<file path="src/hw/md_bus_pkg.sv">
// Shared types and address map of the console system bus
// Main-bus addresses are 68000 word addresses (byte address bits 23:1)
// Lane enables uds/lds are active high, strobes are plain levels
package md_bus_pkg;

	// --------------------
	// Master ports
	typedef struct packed {
		logic        as;
		logic        rnw;
		logic        uds;
		logic        lds;
		logic [23:1] addr;
		logic [15:0] wdata;
	} m68k_req_t;

	typedef struct packed {
		logic        ack;
		logic [15:0] rdata;
	} bus_rsp_t;

	typedef struct packed {
		logic        io;
		logic        wr;
		logic [15:0] addr;
		logic [7:0]  wdata;
	} z80_req_t;

	typedef struct packed {
		logic       ack;
		logic [7:0] rdata;
	} z80_rsp_t;

	// Latched main-bus command
	typedef struct packed {
		logic [23:1] addr;
		logic [15:0] wdata;
		logic        rnw;
		logic        uds;
		logic        lds;
	} mbus_cmd_t;

	// --------------------
	typedef enum logic [2:0] {TGT_NONE, TGT_ROM, TGT_ZBUS, TGT_CTRL, TGT_RAM} mbus_target_e;

	typedef enum logic [2:0] {
		MB_IDLE, MB_SELECT, MB_RAM_READ, MB_ROM_READ, MB_ZBUS_READ, MB_FINISH
	} mbus_state_e;

	typedef enum logic {SRC_M68K, SRC_Z80} mbus_src_e;

	typedef enum logic [1:0] {ZB_IDLE, ZB_READ, ZB_FINISH} zbus_state_e;

	// --------------------
	// Address map
	localparam logic [7:0]  ZBUS_BASE      = 8'hA0;
	localparam logic [11:0] CTRL_BASE      = 12'hA11;
	localparam logic [2:0]  RAM_TOP_BITS   = 3'b111;
	localparam int          Z80_WINDOW_BIT = 15;
	// Page of the 15-bit Z80 local address
	localparam logic [6:0]  Z80_BANK_PAGE  = 7'h60;
	localparam logic [15:0] OPEN_BUS       = 16'hFFFF;

endpackage
</file>
<file path="src/hw/mbus_ctrl.sv">
// Main-bus controller: arbitration, access sequencing, Z80 control registers
// The 68000 always wins arbitration; the Z80 only reaches the main bus through
// its 8000-FFFF window. rom_addr is a word address, rom_ack must track rom_req
// across reset. Unmapped reads return all ones
module mbus_ctrl (
	input  logic                     MCLK,
	input  logic                     reset,
	input  md_bus_pkg::m68k_req_t    m68k_req,
	input  md_bus_pkg::z80_req_t     z80_req,
	input  md_bus_pkg::mbus_target_e target,
	input  logic [15:0]              rom_data,
	input  logic                     rom_ack,
	input  logic [15:0]              ram_rdata,
	input  logic                     zbus_ack,
	input  logic [7:0]               zbus_rdata,
	input  logic [8:0]               bank,
	output md_bus_pkg::bus_rsp_t     m68k_rsp,
	output md_bus_pkg::z80_rsp_t     z80_win_rsp,
	output md_bus_pkg::mbus_cmd_t    cmd,
	output logic                     ram_we_u,
	output logic                     ram_we_l,
	output logic                     zbus_sel,
	output logic [23:0]              rom_addr,
	output logic                     rom_req,
	output logic                     z80_busreq,
	output logic                     z80_reset
);
	import md_bus_pkg::*;

	mbus_state_e state;
	mbus_src_e   src;
	logic [15:0] data;
	// Window read byte waits here one cycle before the Z80 sees ack
	logic        z80_pend;

	assign rom_addr = {1'b0, cmd.addr};

	// Work RAM writes land at the end of MB_RAM_READ
	assign ram_we_u = (state == MB_RAM_READ) && !cmd.rnw && cmd.uds;
	assign ram_we_l = (state == MB_RAM_READ) && !cmd.rnw && cmd.lds;

	always_ff @(posedge MCLK) begin
		if (reset) begin
			state           <= MB_IDLE;
			src             <= SRC_M68K;
			m68k_rsp.ack    <= 1'b0;
			z80_win_rsp.ack <= 1'b0;
			z80_pend        <= 1'b0;
			zbus_sel        <= 1'b0;
			rom_req         <= rom_ack;
			z80_busreq      <= 1'b0;
			z80_reset       <= 1'b1;
		end else begin
			if (!m68k_req.as) m68k_rsp.ack <= 1'b0;
			if (!z80_req.io) z80_win_rsp.ack <= 1'b0;
			if (z80_pend) begin
				z80_win_rsp.ack <= 1'b1;
				z80_pend        <= 1'b0;
			end

			case (state)
				MB_IDLE: begin
					if (m68k_req.as && !m68k_rsp.ack) begin
						src   <= SRC_M68K;
						cmd   <= '{addr: m68k_req.addr, wdata: m68k_req.wdata,
						           rnw: m68k_req.rnw, uds: m68k_req.uds, lds: m68k_req.lds};
						data  <= OPEN_BUS;
						state <= MB_SELECT;
					end else if (z80_req.io && z80_req.addr[Z80_WINDOW_BIT] &&
					             !z80_win_rsp.ack && !z80_pend) begin
						// Bank selects the 32 KB page, odd bytes on the low lane
						src   <= SRC_Z80;
						cmd   <= '{addr: {bank, z80_req.addr[14:1]},
						           wdata: {z80_req.wdata, z80_req.wdata},
						           rnw: !z80_req.wr, uds: !z80_req.addr[0],
						           lds: z80_req.addr[0]};
						data  <= OPEN_BUS;
						state <= MB_SELECT;
					end
				end

				MB_SELECT: begin
					state <= MB_FINISH;
					case (target)
						TGT_ROM: begin
							rom_req <= !rom_ack;
							state   <= MB_ROM_READ;
						end
						TGT_ZBUS: begin
							zbus_sel <= 1'b1;
							state    <= MB_ZBUS_READ;
						end
						TGT_RAM: state <= MB_RAM_READ;
						TGT_CTRL: begin
							data <= {OPEN_BUS[15:9], !z80_busreq, OPEN_BUS[7:0]};
							if (!cmd.rnw && cmd.uds) begin
								if (cmd.addr[11:8] == 4'h1) z80_busreq <= cmd.wdata[8];
								if (cmd.addr[11:8] == 4'h2) z80_reset <= !cmd.wdata[8];
							end
						end
						default: ;
					endcase
				end

				MB_RAM_READ: begin
					data  <= ram_rdata;
					state <= MB_FINISH;
				end

				MB_ROM_READ: begin
					if (rom_req == rom_ack) begin
						data  <= rom_data;
						state <= MB_FINISH;
					end
				end

				MB_ZBUS_READ: begin
					if (zbus_ack) begin
						zbus_sel <= 1'b0;
						data     <= {zbus_rdata, zbus_rdata};
						state    <= MB_FINISH;
					end
				end

				MB_FINISH: begin
					if (src == SRC_M68K) begin
						m68k_rsp.rdata <= data;
						m68k_rsp.ack   <= 1'b1;
					end else begin
						// lds marks an odd Z80 address
						z80_win_rsp.rdata <= cmd.lds ? data[7:0] : data[15:8];
						z80_pend          <= 1'b1;
					end
					state <= MB_IDLE;
				end

				default: state <= MB_IDLE;
			endcase
		end
	end

endmodule

</file>
<file path="config.mk">
export PLATFORM = sky130hd
export DESIGN_NAME = mbus_ctrl
export DESIGN_NICKNAME = d
export VERILOG_FILES = /design/src/hw/md_bus_pkg.sv /design/src/hw/mbus_ctrl.sv
export SDC_FILE = /design/constraint.sdc
export NUM_CORES = 1
export LEC_CHECK = 0
export BUFFER_PORTS_ARGS = -buffer_cell sky130_fd_sc_hd__buf_2
export CORE_MARGIN = 2
export CORE_UTILIZATION = 41
export DETAILED_ROUTE_END_ITERATION = 8
export GPL_ROUTABILITY_DRIVEN = 0
export PLACE_DENSITY_LB_ADDON = 0.15
export SKIP_CTS_REPAIR_TIMING = 1
export SYNTH_ARGS = -nofsm -noshare
export SYNTH_HDL_FRONTEND = slang
export SYNTH_SLANG_ARGS = --single-unit
</file>
<file path="constraint.sdc">
create_clock -name MCLK -period 3.2 [get_ports MCLK]
set_clock_uncertainty 0.1 [all_clocks]
set_input_delay 0.32 -clock MCLK [delete_from_list [all_inputs] [get_ports MCLK]]
set_output_delay 0.32 -clock MCLK [all_outputs]
set_load 0.01 [all_outputs]
</file>
==> results.ini <==
[timing]
timing.final.ws_setup_ns = 0.8963
max_freq_mhz = 434.1
rsz0062_at_grt = false
hold_viol_final = 0
min_period_over_period_pct = 71.99
relSlewSlack_pct = 49.73
final_max_slew_viol_count = 0
finalSetupTns_ns = 0
layout_min_cycle_time_ns = 2.304
final-setup-viol-count = 0
worst_pin_slew_ns = 0.7530

[power_and_ir_drop]
p_leak_uw = 0.002457
vdd_drop_max_mv = 0.2706
power_density_nw_per_um2 = 496.0
finalPower_uw = 2756

[synth]
synth_seq_cells = 93
syn_inst = 379
synth_commonest_cells = nand2_1, edfxtp_1, buf_4
synth_area_leaders = edfxtp_1, nand2_1, buf_4, dfxtp_1, o22ai_1
synth.most_common_cell = nand2_1
seq_area_frac_synth_pct = 62.52
synth.mux.area_fraction_pct = 2.586
synth_top_family_by_area = simple AND/OR/NAND/NOR gates
synth.avg_cell_area_um2 = 11.36
synthSimpleGateAreaFrac_pct = 18.30
synth_cell_types = 47
synth-main-ff-cell = edfxtp_1
synthAdderAreaFrac_pct = 0
syn_nets = 504
yosys.area.top_type = edfxtp_1
synthXorXnorAreaFrac_pct = 0.8135
synth_top_area_share_pct = 57.87
synth_compound_area_share_pct = 8.280
ys_warn_count = 0
postSynth.asyncResetShare_pct = 0
synth_edf_count = 83
syn_area_um2 = 4307

[global_route]
grt_max_degree = 43
grt_usage_pct = 19.30
grt_pass1_wl_um = 16750
grt-ovfl-total = 0
grt_pass1_vias = 3325
antenna_found_initial = 0

[route]
vias_per_cell = 4.921
postRouteAntennaNets = 0
wl_met2_um = 5334
met1Wirelength_um = 4594
drc = 0
drtPass1Iterations = 4
drt_first_iter_violations = 196
wl_per_cell_um = 15.63
vias = 3504
top_layer = met4
met3WireLength_um = 1024
drt-total-wl_um = 11130

[setup_path]
critPathMaxFanout = 17
required_ns = 2.78
r2r_slack_ns = 0.94
reg2reg_depth = 4
cp-startpoint = state[1]$_SDFFE_PP0P_
critPathLaunchType = register
rr_endpoint = cmd[39]$_DFFE_PP_
crit_arrival_ns = 1.88
rr_startpoint = state[1]$_SDFFE_PP0P_
endpoint_kind = output port
crit_type = register to output port

[floorplan]
die_area_um2 = 11340
start_util_pct = 41.90
core_area_um2 = 10280
num_rows = 37
io_pins = 223
die_h_um = 106.5
die_width_um = 106.5

[placement]
io_buffer_count = 221
placed_cell_area_um2 = 5364
post-place-ws_ns = 1.000
hpwlAfterDp_um = 8390

[clock_network]
clock_latency_ns = 0.35
clock_sinks = 93
tritoncts = done
htreeDepth = 3
cts_buffers = 9
clock_path_buffers = 2
cts_root_buf = clkbuf_8
path_clk_slew_ns = 0.09

[min_path]
min_to = z80_win_rsp[8]$_SDFFE_PP0P_
hold_depth = 3
hold_path_startpoint = z80_req[25]
min_path_type = input port to register

[cells_and_area]
utilization_pct = 54.07
layout-drive-gt1-share_pct = 46.18
antennaDiodeCount = 0
nNetsFinal = 697
fin_area_um2 = 5557
synthToLayoutAreaGrowth_pct = 29.02

[job]
drv_cap = 0

[run_status]
run_status = complete, no violations

==> sequential cells by signal, summed over array words and instances (netlist names) <==
register and cells:
cmd 42, m68k_rsp 17, data 16, z80_win_rsp 9, state 3, rom_req 1, src 1, z80_busreq 1
z80_pend 1, z80_reset 1, zbus_sel 1
==> cell type report <==
cell class	count	area [µm²]
fill	939	4721
sequential	93	2693
multi-input combinational	236	1328
timing repair buffer	228	1159
tap	136	170.2
clock buffer	9	123.9
clock inverter	6	68.82
inverter	4	15.01
==> metal layers <==
layer	global-route usage (%)	vias to the layer above
li1	-	1692
met2	32.19	172
met1	24.53	1625
met3	5.763	15
met4	5.195	0
met5	0	-
==> power breakdown <==
| group | leakage [µW] | switching [µW] | internal, µW |
|---|---|---|---|
| Clock | 0.0000965 | 408 | 364 |
| Sequential | 0.000812 | 66.6 | 1430 |
| Combinational | 0.00155 | 276 | 208 |
| Total | 0.00246 | 750 | 2010 |
==> worst max-delay path by stage <==
| stage | cells after the start | slack (ns) | to |
|---|---|---|---|
| 4_1_cts | 3 | 0.90 | ram_we_l |
| 3_3_place_gp | 4 | 1.08 | data[1]$_DFFE_PP_ |
| 2_1_floorplan | 4 | 0.07 | cmd[0]$_DFFE_PP_ |
| 5_1_grt | 3 | 0.76 | ram_we_l |
| 3_5_place_dp | 4 | 1.00 | cmd[37]$_DFFE_PP_ |
| 6_report | 3 | 0.90 | ram_we_l |
==> stage by stage <==
stage	hold slack [ns]	std cells
after floorplan	0.3204	379
after global placement	0.3278	697
after detailed placement	0.3321	697
after CTS	0.1052	712
after global routing	0.1176	712
final	0.1135	712
==> layout by cell type (no fill, tap or decap), types with 4 or more instances in the layout <==
cell      instances
a21oi_1          19
o22ai_1          16
buf_4             7
nand2b_1          7
mux2_2            8
nor2_1           21
edfxtp_1         83
buf_2           221
dfxtp_1          10
inv_1             4
clkbuf_8          9
nand2_1         113
==> cell families after synthesis <==
group,count (synthesis)
buffers and inverters,50
AOI/OAI and AO/OA,54
other,1
muxes,10
xor gates and xnor gates,4
and+or+nand+nor,167
DFF,93
==> critical path: stages, from the launching register on <==
cell      delay [ns]
dfxtp_1         0.82
nand2b_1        0.22
nor4b_1         0.30
buf_2           0.20
(Power assumes the default switching activity.)
