## config.mk

```make
export PLATFORM = sky130hd
export DESIGN_NAME = mbus_decode
export DESIGN_NICKNAME = d
export VERILOG_FILES = /design/src/hw/md_bus_pkg.sv /design/src/hw/mbus_decode.sv
export SDC_FILE = /design/constraint.sdc
export NUM_CORES = 1
export LEC_CHECK = 0
export ABC_AREA = 1
export BUFFER_PORTS_ARGS = -buffer_cell sky130_fd_sc_hd__buf_4
export CAP_MARGIN = 20
export CORE_AREA = 4 4 41 43
export DETAILED_ROUTE_END_ITERATION = 6
export DIE_AREA = 0 0 45 47
export PLACE_DENSITY_LB_ADDON = 0.3
export SYNTH_ARGS = -nofsm -noshare
export SYNTH_HDL_FRONTEND = slang
export SYNTH_SLANG_ARGS = --single-unit
```

## constraint.sdc

```tcl
create_clock -name vclk -period 0.8
set_input_delay 0.04 -clock vclk [all_inputs]
set_output_delay 0.04 -clock vclk [all_outputs]
set_load 0.005 [all_outputs]
```

## src/hw/md_bus_pkg.sv

```systemverilog
// Shared types and address map of the console system bus
// Main-bus addresses are 68000 word addresses (byte address bits 23:1)
// Lane enables uds/lds are active high, strobes are plain levels
package md_bus_pkg;

	// --------------------
	// Master ports
	typedef struct packed {
		logic        as;
		logic        rnw;
		logic        uds;
		logic        lds;
		logic [23:1] addr;
		logic [15:0] wdata;
	} m68k_req_t;

	typedef struct packed {
		logic        ack;
		logic [15:0] rdata;
	} bus_rsp_t;

	typedef struct packed {
		logic        io;
		logic        wr;
		logic [15:0] addr;
		logic [7:0]  wdata;
	} z80_req_t;

	typedef struct packed {
		logic       ack;
		logic [7:0] rdata;
	} z80_rsp_t;

	// Latched main-bus command
	typedef struct packed {
		logic [23:1] addr;
		logic [15:0] wdata;
		logic        rnw;
		logic        uds;
		logic        lds;
	} mbus_cmd_t;

	// --------------------
	typedef enum logic [2:0] {TGT_NONE, TGT_ROM, TGT_ZBUS, TGT_CTRL, TGT_RAM} mbus_target_e;

	typedef enum logic [2:0] {
		MB_IDLE, MB_SELECT, MB_RAM_READ, MB_ROM_READ, MB_ZBUS_READ, MB_FINISH
	} mbus_state_e;

	typedef enum logic {SRC_M68K, SRC_Z80} mbus_src_e;

	typedef enum logic [1:0] {ZB_IDLE, ZB_READ, ZB_FINISH} zbus_state_e;

	// --------------------
	// Address map
	localparam logic [7:0]  ZBUS_BASE      = 8'hA0;
	localparam logic [11:0] CTRL_BASE      = 12'hA11;
	localparam logic [2:0]  RAM_TOP_BITS   = 3'b111;
	localparam int          Z80_WINDOW_BIT = 15;
	// Page of the 15-bit Z80 local address
	localparam logic [6:0]  Z80_BANK_PAGE  = 7'h60;
	localparam logic [15:0] OPEN_BUS       = 16'hFFFF;

endpackage
```

## src/hw/mbus_decode.sv

```systemverilog
// Main-bus address decoder, purely combinational
// ROM_WORDS is the ROM size in 16-bit words and wins over every other region
// Control registers decode only on address bits 23:8
module mbus_decode #(
	parameter int unsigned ROM_WORDS = 32'h0020_0000
) (
	input  md_bus_pkg::mbus_cmd_t    cmd,
	output md_bus_pkg::mbus_target_e target
);
	import md_bus_pkg::*;

	logic in_rom;
	logic in_zbus;
	logic in_ctrl;
	logic in_ram;

	// --------------------
	// Region compares
	assign in_rom  = 32'(cmd.addr) < ROM_WORDS;

	// A00000-A0FFFF, both halves of the Z80 area
	assign in_zbus = cmd.addr[23:16] == ZBUS_BASE;

	// A111xx bus request, A112xx Z80 reset
	assign in_ctrl = (cmd.addr[23:12] == CTRL_BASE) &&
	                 ((cmd.addr[11:8] == 4'h1) || (cmd.addr[11:8] == 4'h2));

	// E00000-FFFFFF, work RAM mirrors
	assign in_ram  = cmd.addr[23:21] == RAM_TOP_BITS;

	// --------------------
	always_comb begin
		if (in_rom) begin
			target = TGT_ROM;
		end else if (in_zbus) begin
			target = TGT_ZBUS;
		end else if (in_ctrl) begin
			target = TGT_CTRL;
		end else if (in_ram) begin
			target = TGT_RAM;
		end else begin
			target = TGT_NONE;
		end
	end

endmodule

```

==> results of run 1 <==
-- area by class of cell --
type | instances | area share (%)
inverter | 6 | 7.73
multi-input combinational | 20 | 36.9
timing repair buffer | 19 | 48.9
tap | 15 | 6.44
-- through the flow --
step | instances | cell area (sq um) | power, W | hold WS [ns]
detailed placement | 60 | 279 | 0.000102 | 0.400
global placement | 60 | 279 | 0.000101 | 0.397
floorplan | 26 | 118 | 0.0000292 | 0.151
global route | 60 | 292 | 0.000118 | 0.416
finish | 60 | 292 | 0.000106 | 0.406
CTS | 60 | 279 | 0.000102 | 0.400
-- kinds of logic (layout without fill, tap and decap cells) --
family / count (synthesis) / count (layout) / synth area share [%]
simple gates: 19 / 19 / 73.4
buf+inv: 6 / 25 / 19.1
xor+xnor: 1 / 1 / 7.45
-- final timing paths --
kind / from / end / slack (ns) / cells after the start
hold / removal: cmd[40] / target[2] / 0.41 / 4
setup / recovery: cmd[38] / target[1] / 0.09 / 7
-- critical path, delay by kind of cell --
family        cells  cell delay (ns)
buf+inv           2             0.22
simple gates      5             0.40
-- metal layers --
metal	vias up	share of wire, %
met4	0	0
met5	-	0
met3	0	18
met2	10	49
met1	73	34
li1	112	-
-- cell usage in the layout (no fill, tap or decap) --
cell type	count
or2_2	1
xor2_1	1
nor2_4	1
nand2_2	1
nand3_1	1
inv_2	1
nor2_1	5
nand2_1	6
inv_1	5
nand3_2	1
nor2_2	3
buf_4	19
-- where the power goes --
| part | switching, W | internal [W] | total [W] |
|---|---|---|---|
| combinational | 0.0000365 | 0.0000691 | 0.000106 |
| clock | 0 | 0 | 0 |
| sequential | 0 | 0 | 0 |
-- synthesized netlist by cell type --
master	number	share of area (%)
nand2_1	6	19
nor2_1	6	19
inv_1	5	16
nor2_2	3	16
nand3_1	2	8.5
inv_2	1	3.2
nand2_2	1	5.3
or2_2	1	5.3
xor2_1	1	7.4
-- what timing repair did --
item / 4_1_cts / 5_1_grt
setup endpoints to repair: 0 / 2
buffers inserted: 0 / 0
resized for setup: 0 / 3
==> results.yml, run 1 <==
floorplan:
  die_h_um: 47
  design.core.area_sq_um: 1300
  initial_core_util_pct: 9.04
  dieArea_sq_um: 2120
  pin_count: 45
  num_rows: 13
  die_w_um: 45
logic_synthesis:
  synth_cell_type_count: 9
  yosysWarningCount: 0
  ys_seq_area_share_pct: 0
  synth.avg_cell_area_sq_um: 4.52
  synth_area_sq_um: 118
  postSynthCellCount: 26
  synth_fp_nets: 68
final_layout:
  fin_util_pct: 22.4
  multi_input_area_sq_um: 108
  area.sequential_sq_um: 0
  fillers: 170
  n_antenna_cell: 0
  design.seq.count: 0
  layout.nets: 89
  drive_gt1_share_pct: 60.0
  nClkBuffers: 0
  synthToLayoutAreaGrowth_pct: 148
grt:
  met2_usage_pct: 5.65
  busiest_layer: "met2"
  grt_pass1_wl_um: 496
  gr-usage-all-layers_pct: 2.91
  antenna_found_initial: 0
  grt_pass1_vias: 153
  grt_overflow_total: 0
  grt_max_degree: 4
  grt_use_met1_pct: 3.37
  use_met3_pct: 0.766
setup_path:
  cp_cell_sequence: "buf_4 -> nor2_4 -> nand2_2 -> nor2_2 -> nand3_2 -> nand2_1 -> buf_4"
  arrival_ns: 0.67
  worstPathRequired_ns: 0.76
  crit_path_end_kind: "output pin"
  cp_slowest_cell: "buf_4"
  cp-start-kind: "input pin"
  cpPeakStageDelay_ns: 0.12
  crit_type: "in -> out"
  crit_top_cell: "buf_4"
  crit_fanout: 2
placed_design:
  gp_congestion: 0.487
  pre_cts_slack_ns: 0.0601
  port_buffers: 19
  hpwl_um: 383
sta:
  worst_pin_slew_ns: 0.170
  hold_viol_final: 0
  finalCriticalPeriod_ns: 0.711
  fin_crit_sh_pct: 88.9
  slew_headroom_pct: 88.6
  setup_ws_ns: 0.0886
  setup_violations: 0
  setup_tns_ns: 0
  rsz0062_at_grt: "false"
  max_freq_mhz: 1410
  slew_viol_final: 0
status:
  status: "finished, final reports clean"
power:
  power_density_nw_per_um2: 362
  ir_worst_vdd_v: 0.0000971
  leakage_nw: 0.169
routing:
  drcViolationCount: 0
  viasPerCell: 3.25
  drt_wl_total_um: 390
  firstDrtPassIters: 1
  wl_per_cell_um: 6.50
  drt_iter0_drc: 0
  vias: 195
  ant_nets: 0
worst_hold_path:
  min_path_type: "in -> out"
run:
  maxCapViolCount: 0
clock_network:
  hold_buffers: 0
No activity file was read; power rests on OpenSTA's default activity.
==> run 2: changes to the inputs <==
==> constraint.sdc (replaced) <==
create_clock -name vclk -period 0.8
set_input_delay 0.04 -clock vclk [all_inputs]
set_output_delay 0.04 -clock vclk [all_outputs]
set_load 0.1 [all_outputs]
==> run 2 against run 1 <==
Net effect: the flow now finishes with violations (setup timing); core utilization up 7.1 points; die area is the same; worst hold slack improved by 0.071 ns; via count grew 10%; global-route usage is 0.94 points higher; count of clock-buffer cells in the layout did not move; cell area up 32%; largest cell class unchanged; cell count increased by 3.3%; combinational power increased by 73%; flip-flop and latch count is the same; highest routed layer unchanged.
==> results.yml, run 2 (synthesis gave the netlist of run 1 again) <==
floorplan:
  num_rows: 13
  dieArea_sq_um: 2120
  die_h_um: 47
  design.core.area_sq_um: 1300
  die_w_um: 45
  pin_count: 45
  initial_core_util_pct: 9.04
power:
  p_sw_w: 0.0000875
  power_density_nw_per_um2: 478
  comb_power_share_pct: 100.0
  p_seq_share_pct: 0
  p_int_w: 0.0000960
  ir_worst_vdd_v: 0.000178
  clkPwrFrac_pct: 0
  p_sw_share_pct: 47.7
  leakage_nw: 0.189
status:
  violations: "setup timing"
  status: "finished, violations left"
sta:
  slew_headroom_pct: 81.5
  fin_crit_sh_pct: 102
  max_freq_mhz: 1230
  rsz0062_at_grt: "true"
  finalCriticalPeriod_ns: 0.815
  worst_pin_slew_ns: 0.279
  setup_tns_ns: -0.0252
  setup_violations: 2
  slew_viol_final: 0
  hold_viol_final: 0
  setup_ws_ns: -0.0152
final_layout:
  nClkBuffers: 0
  layout.nets: 91
  synthToLayoutAreaGrowth_pct: 227
  design.seq.count: 0
  n_antenna_cell: 0
  fillers: 157
  final_common_cell: "buf_4"
  drive_gt1_share_pct: 80.9
  final_area_sq_um: 384
  layout_common_cells: "15 x buf_4, 5 x nor2_4, 4 x nand2_2, 4 x buf_6"
  area.sequential_sq_um: 0
routing:
  ant_nets: 0
  drt_iter0_drc: 0
  wl_per_cell_um: 7.52
  drt_wl_total_um: 466
  viasPerCell: 3.47
  vias: 215
  drcViolationCount: 0
  firstDrtPassIters: 1
setup_path:
  cp_cell_sequence: "buf_6 -> nor2_4 -> nand2_2 -> nor2_4 -> nand3_2 -> nand2_2 -> buf_12"
  worstPathRequired_ns: 0.76
  crit_path_end_kind: "output pin"
  crit_fanout: 2
  crit_buf_inv: 2
  arrival_ns: 0.78
  cp_slowest_cell: "buf_12"
  critPathTopFamily: "simple AND/OR/NAND/NOR gates"
  cp-start-kind: "input pin"
  cpPeakStageDelay_ns: 0.17
  crit_type: "in -> out"
placed_design:
  gp_congestion: 0.538
  port_buffers: 19
  dpl_cell_area_sq_um: 307
  hpwl_um: 389
clock_network:
  postCtsSetupBuffers: 0
  hold_buffers: 0
grt:
  grt_overflow_total: 0
  use_met3_pct: 0.766
  met2_usage_pct: 5.65
  busiest_layer: "met1"
  gr-usage-all-layers_pct: 3.86
  grt_pass1_wl_um: 648
  grt_pass1_vias: 167
  grt_use_met1_pct: 6.07
  grt_max_degree: 4
  antenna_found_initial: 0
run:
  maxCapViolCount: 0
worst_hold_path:
  min_path_type: "in -> out"
run 2: changes by cell type in the layout (fill, tap and decap cells not counted), moves of 3 or more:
cell,before,now
nor2_1,5,1
buf_6,0,4
nand2_1,6,3
nor2_4,1,5
nand2_2,1,4
buf_4,19,15
run 2: final timing paths:
path | from | end | slack [ns] | cells after the start
worst max-delay path | cmd[36] | target[1] | -0.02 | 7
worst min-delay path | cmd[41] | target[0] | 0.48 | 4
run 2: tightest hold or removal path: cells and delay by family:
family,cells,cell delay (ns)
AND/OR/NAND/NOR,2,0.16
buffers and inverters,2,0.24
run 2: cell type report:
cell class                      count  area [sq um]  area share, %
Tap cell                           15          18.8           4.89
Timing Repair Buffer               21           198           51.5
Multi-Input combinational cell     20           145           37.8
Inverter                            6          22.5           5.86
run 2: layer usage:
layer / wire, um / vias up
li1: - / 116
met1: 167 / 86
met2: 215 / 13
met3: 83 / 0
met4: 0 / 0
met5: 0 / -
run 2: what timing repair did:
item,4_1_cts,5_1_grt
gates resized for setup,10,12
endpoints found under the setup margin,2,2
pin swaps,6,11
run 2: power groups by stage:
stage	Combinational (W)	Sequential, W	Clock (W)
3_5_place_dp	0.000149	0	0
5_1_grt	0.000197	0	0
3_3_place_gp	0.000149	0	0
4_1_cts	0.000165	0	0
6_report	0.000183	0	0
2_1_floorplan	0.0000691	0	0
run 2: per-stage QoR:
step / util [%] / std cells / setup WS (ns) / power [W] / hold slack (ns)
2_1_floorplan: - / 26 / -0.0690 / 0.0000691 / 0.279
3_3_place_gp: 23.6 / 62 / -0.152 / 0.000149 / 0.523
3_5_place_dp: 23.6 / 62 / -0.169 / 0.000149 / 0.521
4_1_cts: 26.5 / 62 / -0.0462 / 0.000165 / 0.480
5_1_grt: 29.5 / 62 / -0.0932 / 0.000197 / 0.494
6_report: 29.5 / 62 / -0.0152 / 0.000183 / 0.476
==> run 3: changes to the inputs <==
Settings changed: PLACE_DENSITY set to 0.49, PLACE_DENSITY_LB_ADDON 0.3 to unset.
==> run 3 against run 2 <==
Net effect: the run still ends with setup timing left; critical path type unchanged; highest routed layer unchanged; critical path depth is the same; count of clock-buffer cells in the layout unchanged; setup slack worse by 0.019 ns; fmax decreased by 2.3%; cell area shrank 1.6%.
==> results.yml, run 3 (synthesis gave the netlist of run 1 again) <==
grt:
  grt_pass1_vias: 202
  grt_max_degree: 4
  grt_pass1_wl_um: 724
  antenna_found_initial: 0
  gr-usage-all-layers_pct: 4.33
  grt_overflow_total: 0
power:
  leakage_nw: 0.201
  p_sw_w: 0.0000824
  comb_power_share_pct: 100.0
  power_density_nw_per_um2: 475
  p_seq_share_pct: 0
  p_int_w: 0.0000972
  power.total_w: 0.000180
  p_sw_share_pct: 45.9
  ir_worst_vdd_v: 0.000205
  clkPwrFrac_pct: 0
floorplan:
  design.core.area_sq_um: 1300
  pin_count: 45
  die_w_um: 45
  initial_core_util_pct: 9.04
  dieArea_sq_um: 2120
  num_rows: 13
  die_h_um: 47
final_layout:
  nClkBuffers: 0
  design.seq.count: 0
  fin_util_pct: 29.0
  layout.nets: 92
  area.sequential_sq_um: 0
  n_antenna_cell: 0
  synthToLayoutAreaGrowth_pct: 221
  final_common_cell: "buf_4"
  drive_gt1_share_pct: 70.8
  fillers: 164
  layout_common_cells: "15 x buf_4, 5 x inv_1, 5 x buf_6"
placed_design:
  port_buffers: 19
  gp_congestion: 0.532
setup_path:
  worstPathRequired_ns: 0.76
  cp_cell_sequence: "buf_6 -> nor2_1 -> nand2_1 -> nor2_2 -> nand3_2 -> nand2_2 -> buf_12"
  crit_path_end_kind: "output pin"
  cp_slowest_cell: "buf_12"
  arrival_ns: 0.79
  crit_type: "in -> out"
  crit_fanout: 2
  cp-start-kind: "input pin"
  cpPeakStageDelay_ns: 0.17
routing:
  ant_nets: 0
  drt_iter0_drc: 0
  firstDrtPassIters: 1
  vias: 217
  wl_per_cell_um: 7.76
  drt_wl_total_um: 489
  viasPerCell: 3.44
  drcViolationCount: 0
sta:
  slew_viol_final: 0
  worst_pin_slew_ns: 0.281
  rsz0062_at_grt: "true"
  hold_viol_final: 0
  max_freq_mhz: 1200
  finalCriticalPeriod_ns: 0.835
  setup_ws_ns: -0.0346
  slew_headroom_pct: 81.4
  setup_violations: 2
  fin_crit_sh_pct: 104
run:
  maxCapViolCount: 0
worst_hold_path:
  min_path_type: "in -> out"
clock_network:
  hold_buffers: 0
status:
  violations: "setup timing"
  status: "finished, violations left"
[run 3: cell count changes in the layout (fill, tap and decap cells not counted), sizes merged]
cell  change
buf       +1
[run 3: worst max-delay path: cells and delay by family]
| family | cells | cell delay [ns] |
|---|---|---|
| AND/OR/NAND/NOR | 5 | 0.49 |
| buffers and inverters | 2 | 0.26 |
[run 3: final timing paths]
path     from         to  slack, ns  depth (start not counted)
max   cmd[36]  target[1]      -0.03                          7
min   cmd[40]  target[0]       0.49                          4
[run 3: repair_timing]
| item | 4_1_cts | 5_1_grt |
|---|---|---|
| gates resized for setup | 14 | 2 |
| buffers inserted | 2 | 0 |
| endpoints found under the setup margin | 2 | 2 |
| pin swaps | 10 | 4 |
[run 3: through the flow]
stage | instances | hold slack (ns) | TNS [ns] | worst slack [ns] | cell area, sq um
global placement | 61 | 0.525 | -0.334 | -0.176 | 299
global route | 63 | 0.501 | -0.158 | -0.0832 | 378
finish | 63 | 0.487 | -0.0652 | -0.0346 | 378
CTS | 63 | 0.483 | -0.0580 | -0.0324 | 372
detailed placement | 61 | 0.526 | -0.326 | -0.168 | 299
floorplan | 26 | 0.279 | -0.138 | -0.0690 | 130
[run 3: layout make-up]
type | count | area [sq um] | share of cell area [%]
Timing Repair Buffer | 22 | 209 | 55.3
Multi-Input combinational cell | 20 | 128 | 33.8
Tap cell | 15 | 18.8 | 4.97
Inverter | 6 | 22.5 | 5.96
[run 3: layer usage]
metal | vias up | track usage (%) | share of wire, %
li1 | 119 | - | -
met1 | 85 | 4.94 | 33
met2 | 13 | 8.76 | 48
met3 | 0 | 0.766 | 19
met4 | 0 | 0 | 0
met5 | - | 0 | 0
[run 3: power groups by stage]
| stage | combinational [W] | sequential, W | clock [W] |
|---|---|---|---|
| final | 0.000180 | 0 | 0 |
| after global routing | 0.000193 | 0 | 0 |
| after CTS | 0.000177 | 0 | 0 |
| after detailed placement | 0.000147 | 0 | 0 |
| after global placement | 0.000146 | 0 | 0 |
| after floorplan | 0.0000691 | 0 | 0 |
